<file path="config.mk">
export PLATFORM = sky130hd
export DESIGN_NAME = fetch_unit
export DESIGN_NICKNAME = d
export VERILOG_FILES = /design/src/mem_pkg.sv /design/src/fetch_pkg.sv /design/src/fetch_unit.sv
export VERILOG_INCLUDE_DIRS = /design/src
export SDC_FILE = /design/constraint.sdc
export NUM_CORES = 1
export LEC_CHECK = 0
export BUFFER_PORTS_ARGS = -buffer_cell sky130_fd_sc_hd__buf_4
export CAP_MARGIN = 0
export CORE_AREA = 2 2 98 100
export DETAILED_ROUTE_END_ITERATION = 12
export DIE_AREA = 0 0 100 102
export HOLD_SLACK_MARGIN = 0.08
export PLACE_DENSITY = 0.74
export SYNTH_ARGS = -nofsm -noshare
export SYNTH_HDL_FRONTEND = slang
export SYNTH_SLANG_ARGS = --single-unit
</file>
<file path="constraint.sdc">
create_clock -name clk -period 5.9 [get_ports clk]
set_input_delay 0 -clock clk [delete_from_list [all_inputs] [get_ports clk]]
set_output_delay 0 -clock clk [all_outputs]
set_load 0.005 [all_outputs]
</file>
<file path="src/fetch_macros.svh">
/*
 * Fetch subsystem configuration defines
 * Reset address, in-flight limit, memory depth and response queue depth
 */
`ifndef FETCH_MACROS_SVH
`define FETCH_MACROS_SVH

// ------------------------------------------------
// Fetch unit
// ------------------------------------------------

// First address fetched out of reset
`define FETCH_RST_ADDR 32'h200

// Max outstanding requests, squashed ones included
`define FETCH_MAX_IN_FLIGHT 4

// ------------------------------------------------
// Instruction memory
// ------------------------------------------------

// Depth in words, index from addr[9:2] so fetch wraps every 1 KiB
`define IMEM_WORDS 256

// Response queue entries, at least the read pipeline depth of 2
`define IMEM_QUEUE_DEPTH 4

`endif

</file>
<file path="src/mem_pkg.sv">
/*
 * Memory message types
 * Address and data vectors, operation enum, request and response structs
 */
package mem_pkg;

  // ------------------------------------------------
  // Vectors
  // ------------------------------------------------

  // Byte address
  typedef logic [31:0] addr_t;

  // Data word
  typedef logic [31:0] word_t;

  // Access kind
  typedef enum logic {
    MEM_READ,
    MEM_WRITE
  } mem_op_e;

  // ------------------------------------------------
  // Messages
  // ------------------------------------------------

  // Request toward memory
  typedef struct packed {
    mem_op_e    op;
    logic       opaque;
    addr_t      addr;
    logic [3:0] len;
    word_t      data;
  } mem_req_t;

  // Response from memory, opaque echoed back from the request
  typedef struct packed {
    mem_op_e    op;
    logic       opaque;
    addr_t      addr;
    logic [3:0] len;
    word_t      data;
  } mem_resp_t;

endpackage

</file>
<file path="src/fetch_pkg.sv">
/*
 * Fetch-side types
 * Epoch and sequence number vectors, decode packet and redirect structs
 */
package fetch_pkg;

  // ------------------------------------------------
  // Vectors
  // ------------------------------------------------

  // Fetch epoch, flips on every redirect
  typedef logic epoch_t;

  // Count of instructions handed to decode, wraps at 256
  typedef logic [7:0] seq_num_t;

  // ------------------------------------------------
  // Messages
  // ------------------------------------------------

  // Instruction packet toward decode
  typedef struct packed {
    mem_pkg::addr_t pc;
    mem_pkg::word_t inst;
    seq_num_t       seq_num;
  } fetch_pkt_t;

  // Redirect from a later stage
  typedef struct packed {
    mem_pkg::addr_t pc;
  } redirect_t;

endpackage

</file>
<file path="src/fetch_unit.sv">
/*
 * Fetch unit
 * Sequential address generation with an in-flight limit, epoch tagging,
 * stale-response squashing and sequence numbering toward decode
 */
`timescale 1ns/1ps
`include "fetch_macros.svh"

module fetch_unit (
  input  logic                  clk,
  input  logic                  rst,

  // Memory request channel
  output logic                  mem_req_val,
  input  logic                  mem_req_rdy,
  output mem_pkg::mem_req_t     mem_req_msg,

  // Memory response channel
  input  logic                  mem_resp_val,
  output logic                  mem_resp_rdy,
  input  mem_pkg::mem_resp_t    mem_resp_msg,

  // Redirect strobe
  input  logic                  redirect_val,
  input  fetch_pkg::redirect_t  redirect_msg,

  // Decode channel
  output logic                  dec_val,
  input  logic                  dec_rdy,
  output fetch_pkg::fetch_pkt_t dec_pkt
);

  // Counter must be able to hold the limit itself
  localparam int unsigned MAX_IN_FLIGHT = `FETCH_MAX_IN_FLIGHT;
  localparam int unsigned CNT_W         = $clog2(MAX_IN_FLIGHT + 1);

  // Transfer strobes
  logic req_xfer;
  logic resp_xfer;
  logic dec_xfer;

  // Request side state
  logic [CNT_W-1:0]  in_flight;
  logic [CNT_W-1:0]  in_flight_next;
  mem_pkg::addr_t    curr_addr;
  fetch_pkg::epoch_t epoch;

  // Response side state
  logic                resp_fresh;
  fetch_pkg::seq_num_t seq_num;

  always_comb begin
    req_xfer  = mem_req_val & mem_req_rdy;
    resp_xfer = mem_resp_val & mem_resp_rdy;
    dec_xfer  = dec_val & dec_rdy;
  end

  // ------------------------------------------------
  // Request path
  // ------------------------------------------------

  // Outstanding requests, dropped responses still count until consumed
  always_comb begin
    in_flight_next = in_flight;
    if (req_xfer && !resp_xfer) begin
      in_flight_next = in_flight + 1'b1;
    end else if (resp_xfer && !req_xfer) begin
      in_flight_next = in_flight - 1'b1;
    end
  end

  always_ff @(posedge clk) begin
    if (rst) begin
      in_flight <= '0;
    end else begin
      in_flight <= in_flight_next;
    end
  end

  // Redirect wins over the sequential advance
  always_ff @(posedge clk) begin
    if (rst) begin
      curr_addr <= `FETCH_RST_ADDR;
      epoch     <= 1'b0;
    end else if (redirect_val) begin
      curr_addr <= redirect_msg.pc;
      epoch     <= ~epoch;
    end else if (req_xfer) begin
      curr_addr <= curr_addr + 32'd4;
    end
  end

  // Word reads only, epoch rides in the opaque field
  always_comb begin
    mem_req_val        = (in_flight < CNT_W'(MAX_IN_FLIGHT));
    mem_req_msg.op     = mem_pkg::MEM_READ;
    mem_req_msg.opaque = epoch;
    mem_req_msg.addr   = curr_addr;
    mem_req_msg.len    = 4'd0;
    mem_req_msg.data   = '0;
  end

  // ------------------------------------------------
  // Response path
  // ------------------------------------------------

  // Judged against the epoch register, so a same-cycle redirect
  // does not affect the response seen this cycle
  always_comb begin
    resp_fresh = (mem_resp_msg.opaque == epoch);
  end

  // Fresh responses pass straight through to decode
  // Stale ones are drained without showing up on dec_val
  always_comb begin
    dec_val      = mem_resp_val & resp_fresh;
    mem_resp_rdy = resp_fresh ? dec_rdy : 1'b1;
  end

  // Delivered instruction count, redirects leave it alone
  always_ff @(posedge clk) begin
    if (rst) begin
      seq_num <= '0;
    end else if (dec_xfer) begin
      seq_num <= seq_num + 1'b1;
    end
  end

  // Packet fields come straight from the response
  always_comb begin
    dec_pkt.pc      = mem_resp_msg.addr;
    dec_pkt.inst    = mem_resp_msg.data;
    dec_pkt.seq_num = seq_num;
  end

endmodule

</file>
# Yosys cells after proc, flatten, opt, wreduce, memory -nomap -nowiden

Cells that the tools add are included.

Flip-flop bits (word level): 44
Latch bits: 0
RAM bits: 0
Bits in read-only memories: 0
Input bits: 108
Output and inout bits: 145
Memories kept: 0

Add/subtract/negate cells: 4
Multiply operators: 0
Divide/modulo/power cells: 0
Order comparisons: 1
Equal/unequal tests: 1
Shifts and indexed selects: 0
Multiplexer cells: 5
Bitwise operators: 5
Reductions and logical operators: 6

Operators by type and width:

| kind                    | count |
|---|---|
| $mux W32                | 2 |
| $add A32 B3 Y32 const B | 1 |
| $add A8 B1 Y8 const B   | 1 |
| $mux W3                 | 2 |
| $and A1 B1 Y1           | 4 |
| $reduce_bool A2 Y1      | 2 |
| $add A3 B1 Y3 const B   | 1 |
| $lt A3 B3 Y1 const B    | 1 |
| $sub A3 B1 Y3 const B   | 1 |
| $logic_and A1 B1 Y1     | 2 |
| $logic_not A1 Y1        | 2 |
| $eq A1 B1 Y1            | 1 |
| $mux W1                 | 1 |
| $not A1 Y1              | 1 |

# Depth between registers and ports, before layout

Depth in word-level cells: 6
Depth in mapped cells: 9
Depth with buffers taken out: 9

# Worst setup path after synthesis

OpenSTA, ideal clock, no wires.

Kind: register to register
From: register epoch
To: register in_flight[2]
Arrival: 1,947 ps
Data required time: 5,830 ps
Slack: 3,883 ps
Cell stages (with the launch flop): 10
Clock period less this slack: 2,017 ps
Cells stage by stage: dfxtp_1 xnor2_1 nand2b_1 nand2_1 ha_1 inv_1 fa_1 xor2_1 or3_1 a21oi_1

Word-level cells in the longest chain between the ends: 6

Ends and longest elaborated chain:

| element                                              | line              | text |
|---|---|---|
| start, declared                                      | fetch_unit.sv:46  | `fetch_pkg::epoch_t epoch;` |
| start signal, assigned                               | fetch_unit.sv:87  | `epoch <= ~epoch;` |
| $eq A1 B1 Y1 *                                       | fetch_unit.sv:110 | `resp_fresh = (mem_resp_msg.opaque == epoch);` |
| $mux W1 *                                            | fetch_unit.sv:117 | `mem_resp_rdy = resp_fresh ? dec_rdy : 1'b1;` |
| net mem_resp_rdy                                     | fetch_unit.sv:20  | `output logic mem_resp_rdy,` |
| $and A1 B1 Y1 *                                      | fetch_unit.sv:54  | `resp_xfer = mem_resp_val & mem_resp_rdy;` |
| $logic_not A1 Y1                                     | fetch_unit.sv:65  | `if (req_xfer && !resp_xfer) begin` |
| $logic_and A1 B1 Y1                                  | fetch_unit.sv:65  |  |
| $mux W3 / $reduce_bool A2 Y1 (equally long branches) | n/a               |  |
| end signal, assigned                                 | fetch_unit.sv:76  | `in_flight <= in_flight_next;` |
| end, declared                                        | fetch_unit.sv:43  | `logic [CNT_W-1:0] in_flight;` |

The timed path passes the listed nets; every way through them passes the cells marked *.
A chain may end at the register's enable or synchronous reset.

# Worst setup path after layout

From: register curr_addr[4]
To: register curr_addr[28]

Word-level cells in the longest chain between the ends: 3

Ends and longest elaborated chain:

| element                | line             | text |
|---|---|---|
| start, declared        | fetch_unit.sv:45 | `mem_pkg::addr_t curr_addr;` |
| start signal, assigned | fetch_unit.sv:83 | `` curr_addr <= `FETCH_RST_ADDR; `` |
| start signal, assigned | fetch_unit.sv:86 | `curr_addr <= redirect_msg.pc;` |
| start signal, assigned | fetch_unit.sv:89 | `curr_addr <= curr_addr + 32'd4;` |
| $add A32 B3 Y32        | fetch_unit.sv:89 |  |
| $mux W32               | fetch_unit.sv:88 | `end else if (req_xfer) begin` |
| $mux W32               | fetch_unit.sv:85 | `end else if (redirect_val) begin` |

Every way passes these cells. The select of a mux whose other input is x is not followed.

==> flow_summary.yaml <==
timing:
  period_share_pct: 41.32
  timing.final.max_slew_violations: 0
  final.setup.tns_ns: 0
  period_minus_slack_ns: 2.438
  tightest_slew_ns: 1.251
  setup_violations: 0
  hold_ws_ns: 0.1211
  rsz0062_at_grt: "false"
  fmax_mhz: 410.2
  max_slew_margin_pct: 15.83
  finClkSkew_ns: 0.009205
  final_hold_viol_count: 0
place:
  port_buffers: 82
  hpwl_um: 6075
  place.gp.congestion: 0.8208
  placed_cell_area_um2: 3351
  place_inst: 521
die:
  die_width_um: 100
  dieHeight_um: 102
  ios: 253
  rows: 35
  fp.coreArea_um2: 9109
  initial_utilization_pct: 36.03
  die_area_um2: 10200
route:
  postRouteWirelength_um: 9540
  wl_per_cell_um: 15.31
  first_pass_iters: 5
  vias: 3215
  vias_per_cell: 5.161
  drt_iter0_markers: 250
  drc: 0
  drtAntennaViolNets: 0
logic_synthesis:
  async_reset_ff_share_pct: 0
  synth.most_common_cell: "buf_4"
  ys_types: 53
  synth_top_cell_by_area: "dfxtp_1"
  syn_inst: 409
  synth_ff_type: "dfxtp_1"
  synth_edf_count: 0
  synthTopCellsByCount: "102 x buf_4, 44 x dfxtp_1, 32 x nor2_1"
  avgSynthCellArea_um2: 8.024
  synth_area_leaders: "dfxtp_1 27%, buf_4 23%, nor2_1 3.7%"
  synth_warnings: 0
  ys_ff_latch: 44
  syn-cell-area_um2: 3282
  ys_seq_area_share_pct: 26.84
  yosysTopAreaCellShare_pct: 26.84
global_routing:
  grtUsageMet2_pct: 31.03
  grt_first_pass_wirelength_um: 14360
  grt.busiest_layer: "met2"
  grt.met3_usage_pct: 3.010
  grt_antenna_before_repair: 0
  grt_use_total_pct: 17.27
  grt_pass1_vias: 2913
  grt_max_degree: 47
  met1_usage_pct: 20.79
  grt_remaining_overflow: 0
power:
  p_int_w: 0.0005513
  total_power_w: 0.0007902
  clkPwrFrac_pct: 25.2
  power_frac_seq_pct: 45.7
  peakVddDrop_v: 0.00009837
  p_switching_w: 0.0002389
  swShare_pct: 30.23
  comb_power_share_pct: 29.1
  leakage_nw: 1.807
  power_density_nw_per_um2: 180.2
min_path:
  min_path_type: "in -> reg"
clock_network:
  clk_pin_slew_worst_paths_ns: 0.09
  clockBufferDepth: 2
  root_buffer: "clkbuf_8"
  cts_setup_buffers: 0
  cts_tree: "done"
  htree_levels: 2
  clock_latency_ns: 0.30
  numCtsBuffers: 5
  clock_sinks: 44
final_layout:
  final_cells: 623
  final_layout_size_suffix_gt1_share_pct: 18.75
  nets: 623
  diodes: 0
  syn_to_final_growth_pct: 33.59
  design_area_um2: 4384
worst_setup_path:
  startpoint: "curr_addr[4]"
  r2r_end: "curr_addr[28]"
  crit_path_end_kind: "flip-flop"
  r2r_start: "curr_addr[4]"
  crit_path_max_fanout: 9
  start_kind: "flip-flop"
  rr_worst_depth: 4
  arrival_ns: 2.63
  cp.required_ns: 6.09
  crit_type: "reg -> reg"
  r2r_setup_slack_ns: 3.46
  critPathCapture: "curr_addr[28]"
flow_run:
  drv_cap: 0
run_status:
  outcome: "completed"
## cell type report
| class | count | area, µm² |
|---|---|---|
| fill | 838 | 4725 |
| multi-input combinational | 273 | 1670 |
| timing repair buffer | 177 | 1564 |
| sequential | 44 | 880.8 |
| tap | 111 | 138.9 |
| clock buffer | 6 | 82.58 |
| inverter | 10 | 37.54 |
| clock inverter | 2 | 10.01 |
## cell families after synthesis
kind of cell,Yosys count,share of synthesized area [%]
multiplexers,4,1.220
XOR/XNOR,17,4.537
buffers and inverters,128,26.38
AO/OA/AOI/OAI,61,13.88
other,1,0.1143
adder cells (fa/ha/maj),4,1.754
AND/OR/NAND/NOR,150,25.28
flip-flops,44,26.84
## critical path, cell delays in order (launching register included)
cell	delay, ns
dfxtp_1	0.49
nand4_1	0.25
nor4_1	1.06
a21oi_1	0.12
or3_1	0.41
## power by group through the flow
| stage | registers (W) | clock network (W) | logic [W] |
|---|---|---|---|
| finish | 0.000361 | 0.000199 | 0.000230 |
| global route | 0.000368 | 0.000212 | 0.000257 |
| CTS | 0.000361 | 0.000206 | 0.000230 |
| detailed placement | 0.000368 | 0 | 0.000174 |
| global placement | 0.000366 | 0 | 0.000169 |
| floorplan | 0.000359 | 0 | 0.000155 |
## state kept, by name, indices dropped and copies added (netlist names)
signal / flops
curr_addr: 32
epoch: 1
in_flight: 3
seq_num: 8
## what timing repair did
item                       CTS  global route
hold endpoints to repair    94             0
hold buffers                94             0
setup endpoints to repair    0             0
resized for setup            0             0
## layout by cell type, fill, tap and decap left out, types with 6 or more instances in the layout
cell type and count:
xor2_1 10, dfxtp_1 44, a211oi_1 12, nand4_1 13, nand2_1 25, dlygate4sd3_1 94
nor2_1 32, or4_1 7, clkbuf_8 6, nor4_1 6, nand3_1 14, o21ai_0 11
or3_1 11, nor3_1 8, a21oi_1 6, buf_4 83, conb_1 37, xnor2_1 7
inv_1 9, and3_1 6, a311oi_1 7, and4_1 7
## layer usage
| metal | part of all wire, % | vias to the layer above |
|---|---|---|
| met5 | 0 | - |
| met4 | 2.2 | 0 |
| met3 | 6.5 | 22 |
| met2 | 52 | 164 |
| met1 | 40 | 1498 |
| li1 | - | 1531 |
## per-stage QoR
stage / worst slack [ns] / utilization, %
2_1_floorplan: 3.883 / -
3_3_place_gp: 3.611 / 36.79
3_5_place_dp: 3.543 / 36.79
4_1_cts: 3.544 / 48.13
5_1_grt: 3.047 / 48.13
6_report: 3.462 / 48.13
## worst min path at each step
stage                     from  depth (start not counted)  slack (ns)            to
2_1_floorplan  mem_resp_msg[2]                          1        0.08   dec_pkt[10]
3_3_place_gp   mem_resp_msg[6]                          0     0.00003   dec_pkt[14]
3_5_place_dp   mem_resp_msg[6]                          0     0.00003   dec_pkt[14]
4_1_cts                dec_rdy                          4        0.11    seq_num[0]
5_1_grt                    rst                          2        0.14  in_flight[0]
6_report               dec_rdy                          4        0.12    seq_num[0]
(Power assumes the default switching activity.)
